**src/hdl/csr_defs.svh**
```systemverilog
// Architectural widths, machine CSR addresses and fixed values of the CSR subsystem.

`ifndef CSR_DEFS_SVH
`define CSR_DEFS_SVH

// data width of the core.
`define XLEN 64

// CSR address width from the instruction encoding.
`define CSR_AW 12

// machine-mode CSR addresses.
`define CSR_MSTATUS 12'h300
`define CSR_MTVEC   12'h305
`define CSR_MEPC    12'h341
`define CSR_MCAUSE  12'h342

// mstatus comes out of reset with SXL, UXL and MPP set for a 64-bit machine-mode core.
`define MSTATUS_RST 64'ha00001800

// exception code of an environment call from machine mode.
`define CAUSE_ECALL_M 11

// interrupt enable bits inside mstatus.
`define MSTATUS_MIE  3
`define MSTATUS_MPIE 7

`endif

```
**src/hdl/csr_pkg.sv**
```systemverilog
// CSR subsystem package with the instruction opcode, trap kind and trap FSM state types.

package csr_pkg;

  // opcode encoding follows the low two bits of funct3 for the register forms.
  typedef enum logic [1:0] {
    CSRRW = 2'b01, // write the source, return the old value.
    CSRRS = 2'b10, // set the source bits.
    CSRRC = 2'b11  // clear the source bits.
  } csr_op_e;

  // kind of trap sequence that is in flight.
  typedef enum logic {
    TRAP_ECALL = 1'b0,
    TRAP_MRET  = 1'b1
  } trap_kind_e;

  // each state after IDLE is one access on the CSR port.
  typedef enum logic [2:0] {
    IDLE      = 3'd0,
    ST_RMW    = 3'd1, // read-modify-write of mstatus.
    WR_EPC    = 3'd2,
    WR_CAUSE  = 3'd3,
    RD_TARGET = 3'd4, // read of mtvec or mepc.
    DONE      = 3'd5
  } trap_state_e;

endpackage

```
**src/hdl/csr_file.sv**
```systemverilog
// Machine CSR register file with mstatus, mtvec, mepc and mcause behind one access port.

`timescale 1ns/100ps

`include "csr_defs.svh"

module csr_file (
  input  logic               i_clk,
  input  logic               i_rst_n,
  input  logic               i_en,
  input  logic [`CSR_AW-1:0] i_addr,
  input  logic               i_we,
  input  logic [`XLEN-1:0]   i_wdata,
  output logic [`XLEN-1:0]   o_rdata,
  output logic               o_hit
);

  logic [`XLEN-1:0] mstatus;
  logic [`XLEN-1:0] mtvec;
  logic [`XLEN-1:0] mepc;
  logic [`XLEN-1:0] mcause;
  logic             wr_en;

  // address decode. anything outside the four registers reads as zero.
  always_comb begin
    o_hit   = 1'b1;
    o_rdata = '0;
    case (i_addr)
      `CSR_MSTATUS: o_rdata = mstatus;
      `CSR_MTVEC:   o_rdata = mtvec;
      `CSR_MEPC:    o_rdata = mepc;
      `CSR_MCAUSE:  o_rdata = mcause;
      default:      o_hit   = 1'b0;
    endcase
  end

  assign wr_en = i_en && i_we && o_hit; // only a legal address may be written.

  always_ff @(posedge i_clk) begin
    if (!i_rst_n) begin
      mstatus <= `MSTATUS_RST;
      mtvec   <= '0;
      mepc    <= '0;
      mcause  <= '0;
    end else if (wr_en) begin
      case (i_addr)
        `CSR_MSTATUS: mstatus <= i_wdata;
        `CSR_MTVEC:   mtvec   <= i_wdata;
        `CSR_MEPC:    mepc    <= i_wdata;
        `CSR_MCAUSE:  mcause  <= i_wdata;
        default:      ;
      endcase
    end
  end

  // the arbiter must never present a write on an idle port.
  a_we_needs_en: assert property (
    @(posedge i_clk) disable iff (!i_rst_n) i_we |-> i_en
  ) else $error("csr_file: write enable without port enable");

endmodule

```
**src/hdl/csr_bus_arbiter.sv**
```systemverilog
// Fixed-priority arbiter giving the trap sequencer or the exec unit the CSR file port.

`timescale 1ns/100ps

`include "csr_defs.svh"

module csr_bus_arbiter (
  input  logic               i_clk,
  input  logic               i_rst_n,
  // trap sequencer side has the higher priority.
  input  logic               i_trap_req,
  input  logic [`CSR_AW-1:0] i_trap_addr,
  input  logic               i_trap_we,
  input  logic [`XLEN-1:0]   i_trap_wdata,
  output logic               o_trap_gnt,
  // CSR instruction side.
  input  logic               i_exec_req,
  input  logic [`CSR_AW-1:0] i_exec_addr,
  input  logic               i_exec_we,
  input  logic [`XLEN-1:0]   i_exec_wdata,
  output logic               o_exec_gnt,
  // register file port.
  output logic               o_en,
  output logic [`CSR_AW-1:0] o_addr,
  output logic               o_we,
  output logic [`XLEN-1:0]   o_wdata
);

  assign o_trap_gnt = i_trap_req;
  assign o_exec_gnt = i_exec_req && !i_trap_req; // waits while a trap sequence runs.

  assign o_en = o_trap_gnt || o_exec_gnt;

  always_comb begin
    if (o_trap_gnt) begin
      o_addr  = i_trap_addr;
      o_we    = i_trap_we;
      o_wdata = i_trap_wdata;
    end else begin
      o_addr  = i_exec_addr;
      o_we    = o_exec_gnt && i_exec_we; // no write leaks out of an idle cycle.
      o_wdata = i_exec_wdata;
    end
  end

  // a waiting exec request stays up until the port is granted to it.
  a_exec_req_held: assert property (
    @(posedge i_clk) disable iff (!i_rst_n) i_exec_req && !o_exec_gnt |=> i_exec_req
  ) else $error("csr_bus_arbiter: exec request dropped before its grant");

  // a full ecall holds the port for four cycles, so eight leaves room for a back-to-back trap.
  a_exec_no_starve: assert property (
    @(posedge i_clk) disable iff (!i_rst_n) i_exec_req |-> ##[0:7] o_exec_gnt
  ) else $error("csr_bus_arbiter: exec request starved");

endmodule

```
**src/hdl/csr_exec_unit.sv**
```systemverilog
// CSR instruction unit running csrrw, csrrs and csrrc as one read-modify-write access.

`timescale 1ns/100ps

`include "csr_defs.svh"

module csr_exec_unit (
  input  logic               i_clk,
  input  logic               i_rst_n,
  input  logic               i_csr_valid,
  input  csr_pkg::csr_op_e   i_csr_op,
  input  logic [`CSR_AW-1:0] i_csr_addr,
  input  logic [`XLEN-1:0]   i_csr_src,
  output logic               o_req,
  output logic [`CSR_AW-1:0] o_addr,
  output logic               o_we,
  output logic [`XLEN-1:0]   o_wdata,
  input  logic               i_gnt,
  input  logic [`XLEN-1:0]   i_rdata,
  input  logic               i_hit,
  output logic               o_csr_done,
  output logic [`XLEN-1:0]   o_csr_rdata,
  output logic               o_csr_illegal
);

  import csr_pkg::*;

  logic               req_q;
  logic               done_q;
  logic               illegal_q;
  csr_op_e            op_q;
  logic [`CSR_AW-1:0] addr_q;
  logic [`XLEN-1:0]   src_q;
  logic [`XLEN-1:0]   rdata_q;
  logic               skip_wr;

  // set and clear with a zero source are pure reads.
  assign skip_wr = (op_q != CSRRW) && (src_q == '0);

  always_comb begin
    case (op_q)
      CSRRW:   o_wdata = src_q;
      CSRRS:   o_wdata = i_rdata | src_q;
      CSRRC:   o_wdata = i_rdata & ~src_q;
      default: o_wdata = i_rdata;
    endcase
  end

  assign o_req  = req_q;
  assign o_addr = addr_q;
  assign o_we   = req_q && i_hit && !skip_wr;

  always_ff @(posedge i_clk) begin
    if (!i_rst_n) begin
      req_q     <= 1'b0;
      done_q    <= 1'b0;
      illegal_q <= 1'b0;
    end else begin
      done_q <= 1'b0;
      if (i_csr_valid) begin
        req_q <= 1'b1;
      end else if (req_q && i_gnt) begin
        req_q     <= 1'b0;
        done_q    <= 1'b1;
        illegal_q <= !i_hit;
      end
    end
  end

  // instruction fields and the returned old value.
  always_ff @(posedge i_clk) begin
    if (i_csr_valid) begin
      op_q   <= i_csr_op;
      addr_q <= i_csr_addr;
      src_q  <= i_csr_src;
    end
    if (req_q && i_gnt) rdata_q <= i_rdata; // the file already returns zero on a miss.
  end

  assign o_csr_done    = done_q;
  assign o_csr_rdata   = rdata_q;
  assign o_csr_illegal = illegal_q;

endmodule

```
**src/hdl/trap_sequencer.sv**
```systemverilog
// Trap sequencer that walks ecall and mret through the CSR port and produces the redirect PC.

`timescale 1ns/100ps

`include "csr_defs.svh"

module trap_sequencer (
  input  logic               i_clk,
  input  logic               i_rst_n,
  input  logic               i_ecall,
  input  logic [`XLEN-1:0]   i_epc,
  input  logic               i_mret,
  output logic               o_req,
  output logic [`CSR_AW-1:0] o_addr,
  output logic               o_we,
  output logic [`XLEN-1:0]   o_wdata,
  input  logic               i_gnt,
  input  logic [`XLEN-1:0]   i_rdata,
  output logic               o_redirect_valid,
  output logic [`XLEN-1:0]   o_redirect_pc
);

  import csr_pkg::*;

  trap_state_e      state_q;
  trap_state_e      state_d;
  trap_kind_e       kind_q;
  logic [`XLEN-1:0] epc_q;
  logic [`XLEN-1:0] pc_q;
  logic [`XLEN-1:0] mstatus_new;

  // new mstatus built from the value read in the same granted cycle.
  always_comb begin
    mstatus_new = i_rdata;
    if (kind_q == TRAP_ECALL) begin
      mstatus_new[`MSTATUS_MPIE] = i_rdata[`MSTATUS_MIE];
      mstatus_new[`MSTATUS_MIE]  = 1'b0;
    end else begin
      mstatus_new[`MSTATUS_MIE]  = i_rdata[`MSTATUS_MPIE];
      mstatus_new[`MSTATUS_MPIE] = 1'b1;
    end
  end

  // one CSR access per state. the request stays up across the whole sequence.
  always_comb begin
    o_req   = 1'b1;
    o_addr  = `CSR_MSTATUS;
    o_we    = 1'b0;
    o_wdata = mstatus_new;
    case (state_q)
      ST_RMW: begin
        o_we = 1'b1;
      end
      WR_EPC: begin
        o_addr  = `CSR_MEPC;
        o_we    = 1'b1;
        o_wdata = epc_q;
      end
      WR_CAUSE: begin
        o_addr  = `CSR_MCAUSE;
        o_we    = 1'b1;
        o_wdata = `XLEN'(`CAUSE_ECALL_M);
      end
      RD_TARGET: o_addr = (kind_q == TRAP_ECALL) ? `CSR_MTVEC : `CSR_MEPC;
      default:   o_req  = 1'b0;
    endcase
  end

  always_comb begin
    state_d = state_q;
    case (state_q)
      IDLE:      if (i_ecall || i_mret) state_d = ST_RMW;
      ST_RMW: begin
        if (i_gnt) state_d = (kind_q == TRAP_ECALL) ? WR_EPC : RD_TARGET;
      end
      WR_EPC:    if (i_gnt) state_d = WR_CAUSE;
      WR_CAUSE:  if (i_gnt) state_d = RD_TARGET;
      RD_TARGET: if (i_gnt) state_d = DONE;
      default:   state_d = IDLE; // DONE lasts one cycle.
    endcase
  end

  always_ff @(posedge i_clk) begin
    if (!i_rst_n) begin
      state_q <= IDLE;
    end else begin
      state_q <= state_d;
    end
  end

  always_ff @(posedge i_clk) begin
    if (state_q == IDLE && (i_ecall || i_mret)) begin
      kind_q <= i_ecall ? TRAP_ECALL : TRAP_MRET;
      epc_q  <= i_epc;
    end
    if (state_q == RD_TARGET && i_gnt) pc_q <= i_rdata;
  end

  assign o_redirect_valid = (state_q == DONE);
  assign o_redirect_pc    = pc_q;

  a_one_trap_kind: assert property (
    @(posedge i_clk) disable iff (!i_rst_n) !(i_ecall && i_mret)
  ) else $error("trap_sequencer: ecall and mret in the same cycle");

endmodule

```
**src/hdl/csr_subsystem_top.sv**
```systemverilog
// Top level of the machine CSR subsystem joining both peers, the arbiter and the register file.

`timescale 1ns/100ps

`include "csr_defs.svh"

module csr_subsystem_top (
  input  logic               i_clk,
  input  logic               i_rst_n,
  // CSR instructions.
  input  logic               i_csr_valid,
  input  csr_pkg::csr_op_e   i_csr_op,
  input  logic [`CSR_AW-1:0] i_csr_addr,
  input  logic [`XLEN-1:0]   i_csr_src,
  output logic               o_csr_done,
  output logic [`XLEN-1:0]   o_csr_rdata,
  output logic               o_csr_illegal,
  // traps.
  input  logic               i_ecall,
  input  logic [`XLEN-1:0]   i_epc,
  input  logic               i_mret,
  output logic               o_redirect_valid,
  output logic [`XLEN-1:0]   o_redirect_pc
);

  logic               exec_req;
  logic [`CSR_AW-1:0] exec_addr;
  logic               exec_we;
  logic [`XLEN-1:0]   exec_wdata;
  logic               exec_gnt;
  logic               trap_req;
  logic [`CSR_AW-1:0] trap_addr;
  logic               trap_we;
  logic [`XLEN-1:0]   trap_wdata;
  logic               trap_gnt;
  logic               csr_en;
  logic [`CSR_AW-1:0] csr_addr;
  logic               csr_we;
  logic [`XLEN-1:0]   csr_wdata;
  logic [`XLEN-1:0]   csr_rdata; // shared by both peers.
  logic               csr_hit;

  csr_exec_unit u_exec (
    .i_clk, .i_rst_n,
    .i_csr_valid, .i_csr_op, .i_csr_addr, .i_csr_src,
    .o_req(exec_req), .o_addr(exec_addr), .o_we(exec_we), .o_wdata(exec_wdata),
    .i_gnt(exec_gnt), .i_rdata(csr_rdata), .i_hit(csr_hit),
    .o_csr_done, .o_csr_rdata, .o_csr_illegal
  );

  trap_sequencer u_trap (
    .i_clk, .i_rst_n, .i_ecall, .i_epc, .i_mret,
    .o_req(trap_req), .o_addr(trap_addr), .o_we(trap_we), .o_wdata(trap_wdata),
    .i_gnt(trap_gnt), .i_rdata(csr_rdata),
    .o_redirect_valid, .o_redirect_pc
  );

  csr_bus_arbiter u_arb (
    .i_clk, .i_rst_n,
    .i_trap_req(trap_req), .i_trap_addr(trap_addr), .i_trap_we(trap_we),
    .i_trap_wdata(trap_wdata), .o_trap_gnt(trap_gnt),
    .i_exec_req(exec_req), .i_exec_addr(exec_addr), .i_exec_we(exec_we),
    .i_exec_wdata(exec_wdata), .o_exec_gnt(exec_gnt),
    .o_en(csr_en), .o_addr(csr_addr), .o_we(csr_we), .o_wdata(csr_wdata)
  );

  csr_file u_csr (
    .i_clk, .i_rst_n,
    .i_en(csr_en), .i_addr(csr_addr), .i_we(csr_we), .i_wdata(csr_wdata),
    .o_rdata(csr_rdata), .o_hit(csr_hit)
  );

endmodule

```
**config.mk**
```make
export PLATFORM = sky130hd
export DESIGN_NAME = csr_subsystem_top
export DESIGN_NICKNAME = d
export VERILOG_FILES = /design/src/hdl/csr_pkg.sv /design/src/hdl/csr_file.sv /design/src/hdl/csr_bus_arbiter.sv /design/src/hdl/csr_exec_unit.sv /design/src/hdl/trap_sequencer.sv /design/src/hdl/csr_subsystem_top.sv
export VERILOG_INCLUDE_DIRS = /design/src /design/src/hdl
export SDC_FILE = /design/constraint.sdc
export NUM_CORES = 1
export LEC_CHECK = 0
export ABC_AREA = 1
export BUFFER_PORTS_ARGS = -buffer_cell sky130_fd_sc_hd__buf_4
export CELL_PAD_IN_SITES_DETAIL_PLACEMENT = 1
export CELL_PAD_IN_SITES_GLOBAL_PLACEMENT = 2
export CORE_MARGIN = 2
export CORE_UTILIZATION = 35
export CTS_CLUSTER_SIZE = 8
export DETAILED_ROUTE_END_ITERATION = 8
export PLACE_DENSITY = 0.8
export SLEW_MARGIN = 20
export SYNTH_ARGS = -nofsm -noshare
export SYNTH_HDL_FRONTEND = slang
export SYNTH_SLANG_ARGS = --single-unit
export TNS_END_PERCENT = 20
```
**constraint.sdc**
```tcl
create_clock -name i_clk -period 7.9 [get_ports i_clk]
set_input_delay 1.58 -clock i_clk [delete_from_list [all_inputs] [get_ports i_clk]]
set_output_delay 1.58 -clock i_clk [all_outputs]
set_load 0.01 [all_outputs]
```
==> run_results.csv, run 1 <==
group,metric,value,unit
status,status,"finished, final reports clean",
global_route,antenna_found_initial,0,
route,drc_errors,0,
hold_path,hp-class,"reg -> reg",
setup_path,critPathKind,"reg -> reg",
floorplanning,die_area,68600,µm²
final_layout,layout_common_cells,"786 x nand2_1, 336 x inv_1, 323 x a21oi_1",
pwr,ir_drop,0.139,mV
setup_path,path_cells,"nor2_2 > nand2_2 > inv_4 > nor2_4 > nand2_1 > nand2_1 > nor2_4 > buf_4 > nand2_1 > nand4_4 > nand3_4 > clkinv_2 > buf_4 > nand3_1 > nand2_1 > inv_1",
timing,slew_violations,0,
route,final_antenna_net_count,0,
logic_synthesis,synthArstFlopShare,0,
floorplanning,die_h,262,µm
floorplanning,die_x,262,µm
logic_synthesis,synth_fp_nets,2919,
logic_synthesis,synth_edf_count,271,
final_layout,nets,3129,
pwr,finalPower,7370,µW
placement,dp_hpwl,46.3,mm
setup_path,regToRegStartpoint,"u_trap.state_q[0]",
logic_synthesis,ys.flop_type,"edfxtp_1",
clocking,cts_hold_buffers,0,
logic_synthesis,synth_seq_cells,533,
timing,rsz0062_at_grt,"false",
final_layout,n_antenna_cell,0,
setup_path,worst_ep_arrival_time,6080,ps
pwr,power.density,263,nW/µm²
timing,fin_crit,5580,ps
floorplanning,initial_utilization,0.354,
route,routedWlPerCell,19.7,µm
setup_path,crit_end,"u_csr.mcause[0]",
timing,tightestPinTransition,1100,ps
pwr,p_leak,0.0123,µW
clocking,numCtsBuffers,77,
timing,fin_crit_sh,0.706,
route,drt_iter0_markers,1122,
logic_synthesis,ys_types,32,
route,vias_per_cell,5.02,
setup_path,critPathBufInv,5,
global_route,grt_usage,0.222,
timing,setup_violations,0,
timing,slew_headroom,0.270,
setup_path,slowest_stage,"clkinv_2",
timing,hold_viol,0,
setup_path,regToRegEndpoint,"u_csr.mcause[0]",
logic_synthesis,synth_area,23300,µm²
final_layout,syn2layout_area_growth,20.4,%
clocking,worstSkewPairLatency,620,ps
clocking,cts_sinks,533,
clocking,postCtsSetupBuffers,0,
setup_path,crit_path_start_kind,"flop",
logic_synthesis,seq_area_frac_synth,0.575,
clocking,clk_pin_slew_worst_paths,60,ps
floorplanning,core_area,65900,µm²
setup_path,crit_cells,16,
route,drt-total-wl,76.9,mm
setup_path,crit_top_cell,"nand2_1",
global_route,overflow,0,
placement,pre_cts_slack,2280,ps
setup_path,worst_setup_path_end_kind,"flop",
setup_path,cpPeakStageDelay,860,ps
clocking,cts_buffer_depth,3,
placement,portBuffers,277,
setup_path,reg2reg_slack,2320,ps
route,route.vias.total,19556,
timing,fmax,0.179,GHz
clocking,postCtsResizedCells,0,
clocking,htree_levels,3,
global_route,grt_pass1_vias,20686,
setup_path,worstSetupStartpoint,"u_trap.state_q[0]",
clocking,cts_root_buf,"clkbuf_16",
logic_synthesis,ys_warn_count,0,
placement,place.gp.congestion,0.782,
flow_run,maxCapViolations,0,
setup_path,crit_family,"buffers and inverters",
final_layout,layout_commonest_cell,"nand2_1",
floorplanning,rows,94,
timing,skew,29.7,ps
setup_path,rr_worst_depth,16,
timing,tns,0,ps
setup_path,worst-path-max-fanout,67,
clocking,cts_tree,"done",
logic_synthesis,syn_avg_cell_area,8.40,µm²
global_route,grt_pass1_wl,118,mm
final_layout,drive_above_1_share,0.137,
global_route,grt_max_degree,113,
final_layout,final_util,0.426,
setup_path,cp.required,8400,ps
route,firstDrtPassIters,5,
logic_synthesis,synthesis.instances,2772,
timing,setup_slack,2320,ps
floorplanning,io_pins,278,
## registers in the layout, summed over array words and instances (netlist names)
register and cells:
u_exec.o_csr_rdata 64, u_exec.o_csr_illegal 1, u_csr.mtvec 64, u_exec.o_addr 12, u_exec.op_q 2, u_csr.mcause 64, u_exec.src_q 64, u_trap.epc_q 64
u_csr.mstatus 64, u_trap.state_q 3, u_exec.o_req 1, u_csr.mepc 64, u_exec.o_csr_done 1, u_trap.o_redirect_pc 64, u_trap.kind_q 1
## report_power, final
group | switching [µW] | internal [µW] | leakage, µW
Combinational | 831 | 327 | 0.00657
Clock | 1210 | 1840 | 0.00104
Sequential | 71.4 | 3090 | 0.00468
Total | 2110 | 5260 | 0.0123
## kinds of logic after synthesis
| family | after synthesis | synth area share |
|---|---|---|
| AO/OA/AOI/OAI | 645 | 0.145 |
| buffers and inverters | 514 | 0.0921 |
| XOR/XNOR | 1 | 0.000376 |
| flip-flops | 533 | 0.575 |
| AND/OR/NAND/NOR | 1079 | 0.188 |
## layout make-up
class                   instances  area (µm²)
fillers                      7709       37800
flip-flops and latches        533       13400
multi-input cells            1725        7840
repair buffers                295        2220
clock buffers                 125        2160
inverters                     350        1340
well taps                     864        1080
clock inverters                 2        17.5
## per-stage QoR
step | instance area [µm²] | hold slack [ps] | std cells
after floorplan | 23300 | 443 | 2772
after global placement | 25800 | 457 | 3767
after detailed placement | 25900 | 466 | 3767
after CTS | 28000 | 477 | 3894
after global routing | 28000 | 512 | 3894
final | 28000 | 473 | 3894
## Yosys cell counts (4+ instances only)
cell type  number  share of area
or2_2           4         0.0011
nand2_2         4         0.0011
nor2_1        109          0.018
o21ai_0       240          0.052
buf_1          18         0.0029
inv_2          10         0.0016
o21ai_1        20         0.0043
dfxtp_1       262           0.23
a21oi_1       323          0.069
inv_1         339          0.055
buf_2          28         0.0060
o21bai_1       60          0.019
nor3_1          7         0.0015
buf_6          19         0.0092
nand3_1       152          0.033
clkbuf_1       89          0.014
nand2_1       787           0.13
edfxtp_1      271           0.35
buf_4          10         0.0032
## worst min-delay path by stage
stage	endpoint	slack (ps)	cells past startpoint	from
2_1_floorplan	u_csr.mstatus[33]	440	2	u_csr.mstatus[33]
3_3_place_gp	u_csr.mstatus[35]	460	2	u_csr.mstatus[35]
3_5_place_dp	u_csr.mstatus[35]	470	2	u_csr.mstatus[35]
4_1_cts	u_csr.mstatus[35]	480	2	u_csr.mstatus[35]
5_1_grt	u_csr.mstatus[35]	510	2	u_csr.mstatus[35]
6_report	u_csr.mstatus[35]	470	2	u_csr.mstatus[35]
## metal layers
| metal | vias to the layer above | routed length [µm] | track usage |
|---|---|---|---|
| li1 | 9425 | - | - |
| met3 | 96 | 2990 | 0.0313 |
| met4 | 0 | 1610 | 0.0650 |
| met5 | - | 0 | 0 |
| met2 | 386 | 38400 | 0.391 |
| met1 | 9649 | 33800 | 0.282 |
## worst register-to-register path: cells and delay by family, from the launching register on
family | cells | cell delay (ps)
buffers and inverters | 5 | 2710
and+or+nand+nor | 11 | 2350
DFF | 1 | 400
Power figures use the tool's default switching activity.
==> inputs of run 2 (changes only) <==
--- a/config.mk
+++ b/config.mk
@@ -11,10 +11,10 @@
 export CELL_PAD_IN_SITES_DETAIL_PLACEMENT = 1
 export CELL_PAD_IN_SITES_GLOBAL_PLACEMENT = 2
 export CORE_MARGIN = 2
-export CORE_UTILIZATION = 35
+export CORE_UTILIZATION = 32
 export CTS_CLUSTER_SIZE = 8
 export DETAILED_ROUTE_END_ITERATION = 8
-export PLACE_DENSITY = 0.8
+export PLACE_DENSITY = 0.77
 export SLEW_MARGIN = 20
 export SYNTH_ARGS = -nofsm -noshare
 export SYNTH_HDL_FRONTEND = slang
==> constraint.sdc (replaced) <==
create_clock -name i_clk -period 4.99 [get_ports i_clk]
set_input_delay 0.998 -clock i_clk [delete_from_list [all_inputs] [get_ports i_clk]]
set_output_delay 0.998 -clock i_clk [all_outputs]
set_load 0.01 [all_outputs]
==> run 2 against run 1 <==
Net effect: routed wire length increased by 5.9%; non-clock buffer count increased by 14; critical path depth shrank 3; setup slack worse by 1100 ps; utilization fell by 3.1 points; total power up 60%; clock skew is 8.4 ps higher; hold slack gained 23 ps; sequential share of layout area shrank 0.51 points; flip-flop and latch count did not move; fmax up 47%; critical endpoint is now u_csr.mtvec[20]; largest power group unchanged.
==> run_results.csv, run 2 (same netlist as run 1, synthesis figures left out) <==
group,metric,value,unit
setup_path,crit_path_start_kind,"flop",
final_layout,layout_commonest_cell,"nand2_1",
timing,fin_crit_sh,0.758,
pwr,finalPower,11800,µW
setup_path,slowest_stage,"clkinv_2",
timing,skew,38.1,ps
floorplanning,core_area,71700,µm²
flow_run,maxCapViolations,0,
floorplanning,die_x,274,µm
route,final_antenna_net_count,0,
final_layout,nets,3143,
hold_path,hp-class,"reg -> reg",
setup_path,crit_top_cell,"nand2_1",
route,drt-total-wl,81.4,mm
placement,dp_hpwl,47.9,mm
setup_path,cp.required,5520,ps
floorplanning,io_pins,278,
timing,fin_crit,3780,ps
timing,rsz0062_at_grt,"false",
timing,slew_headroom,0.291,
clocking,worstSkewPairLatency,630,ps
global_route,antenna_found_initial,0,
timing,tns,0,ps
final_layout,drive_above_1_share,0.142,
clocking,htree_levels,3,
global_route,grt_pass1_vias,21240,
clocking,cts_tree,"done",
route,drc_errors,0,
clocking,numCtsBuffers,77,
route,firstDrtPassIters,5,
clocking,postCtsResizedCells,0,
clocking,cts_hold_buffers,0,
clocking,cts_buffer_depth,3,
floorplanning,initial_utilization,0.325,
timing,tightestPinTransition,1060,ps
timing,fmax,0.264,GHz
timing,holdWs,495,ps
setup_path,cpPeakStageDelay,720,ps
setup_path,path_cells,"inv_2 > nand2_1 > nand2_1 > nor2_4 > nand2_1 > nand3_1 > nor2_2 > nand2_4 > nand4_4 > nand3_4 > clkinv_2 > buf_4 > a21oi_1",
final_layout,layout_common_cells,"786 x nand2_1, 336 x inv_1, 323 x a21oi_1",
floorplanning,die_h,274,µm
route,drt_iter0_markers,1016,
setup_path,worst_ep_arrival_time,4320,ps
clocking,clk_pin_slew_worst_paths,50,ps
global_route,grt_pass1_wl,124,mm
clocking,cts_root_buf,"clkbuf_16",
global_route,grt_max_degree,100,
pwr,p_leak,0.0124,µW
floorplanning,die_area,75000,µm²
pwr,power.density,417,nW/µm²
clocking,cts_sinks,533,
global_route,grt_usage,0.216,
setup_path,critPathKind,"reg -> reg",
floorplanning,rows,98,
status,status,"finished, final reports clean",
timing,slew_violations,0,
timing,hold_viol,0,
placement,portBuffers,277,
final_layout,syn2layout_area_growth,21.7,%
pwr,ir_drop,0.213,mV
final_layout,finalInstanceArea,28300,µm²
route,vias_per_cell,4.95,
route,routedWlPerCell,20.4,µm
placement,placed_cell_area,26100,µm²
setup_path,worst-path-max-fanout,42,
clocking,postCtsSetupBuffers,0,
placement,place.gp.congestion,0.784,
global_route,overflow,0,
route,route.vias.total,19804,
setup_path,worst_setup_path_end_kind,"flop",
timing,setup_violations,0,
==> run 2: cell count changes in the layout (fill, tap and decap cells not counted), sizes merged <==
| cell | previous run | this run |
|---|---|---|
| clkbuf | 126 | 127 |
| clkinv | 8 | 9 |
| inv | 344 | 346 |
| diode | 0 | 1 |
| buf | 294 | 308 |
==> run 2: worst paths after layout <==
kind,endpoint,slack (ps),cells after the start,from
setup / recovery,u_csr.mtvec[20],1210,13,u_trap.state_q[2]
hold / removal,u_csr.mstatus[11],500,2,u_csr.mstatus[11]
hold reg to reg,u_csr.mstatus[11],500,2,u_csr.mstatus[11]
setup reg to reg,u_csr.mtvec[20],1210,13,u_trap.state_q[2]
==> run 2: final cells by class <==
class / instances / area [µm²]
antenna: 1 / 2.50
clock buffer: 126 / 2190
clock inverter: 5 / 47.5
fill: 8392 / 43400
inverter: 350 / 1330
multi-input combinational: 1725 / 7850
sequential: 533 / 13400
tap: 950 / 1190
timing repair buffer: 309 / 2340
==> run 2: routing by layer <==
metal | track usage | part of all wire
met5 | 0 | 0
met3 | 0.0341 | 0.044
met1 | 0.273 | 0.44
met2 | 0.370 | 0.49
met4 | 0.0798 | 0.029
==> run 2: critical path: cells and delay by family, from the launching register on <==
kind / cells / cell delay [ps]
AND/OR/NAND/NOR: 9 / 1660
buffers and inverters: 3 / 1340
flip-flops: 1 / 490
AO/OA/AOI/OAI: 1 / 180
==> run 2: stage by stage <==
stage	cells	utilization	setup WS, ps
floorplan	2772	-	916
global route	3998	0.395	946
finish	3999	0.395	1210
CTS	3998	0.395	1130
global placement	3867	0.364	1320
detailed placement	3867	0.364	1190
==> run 2: where the power goes <==
part | total [µW] | switching [µW] | leakage, µW | internal, µW
Clock | 4930 | 1950 | 0.00108 | 2980
Sequential | 5000 | 113 | 0.00468 | 4890
Combinational | 1890 | 1360 | 0.00665 | 526
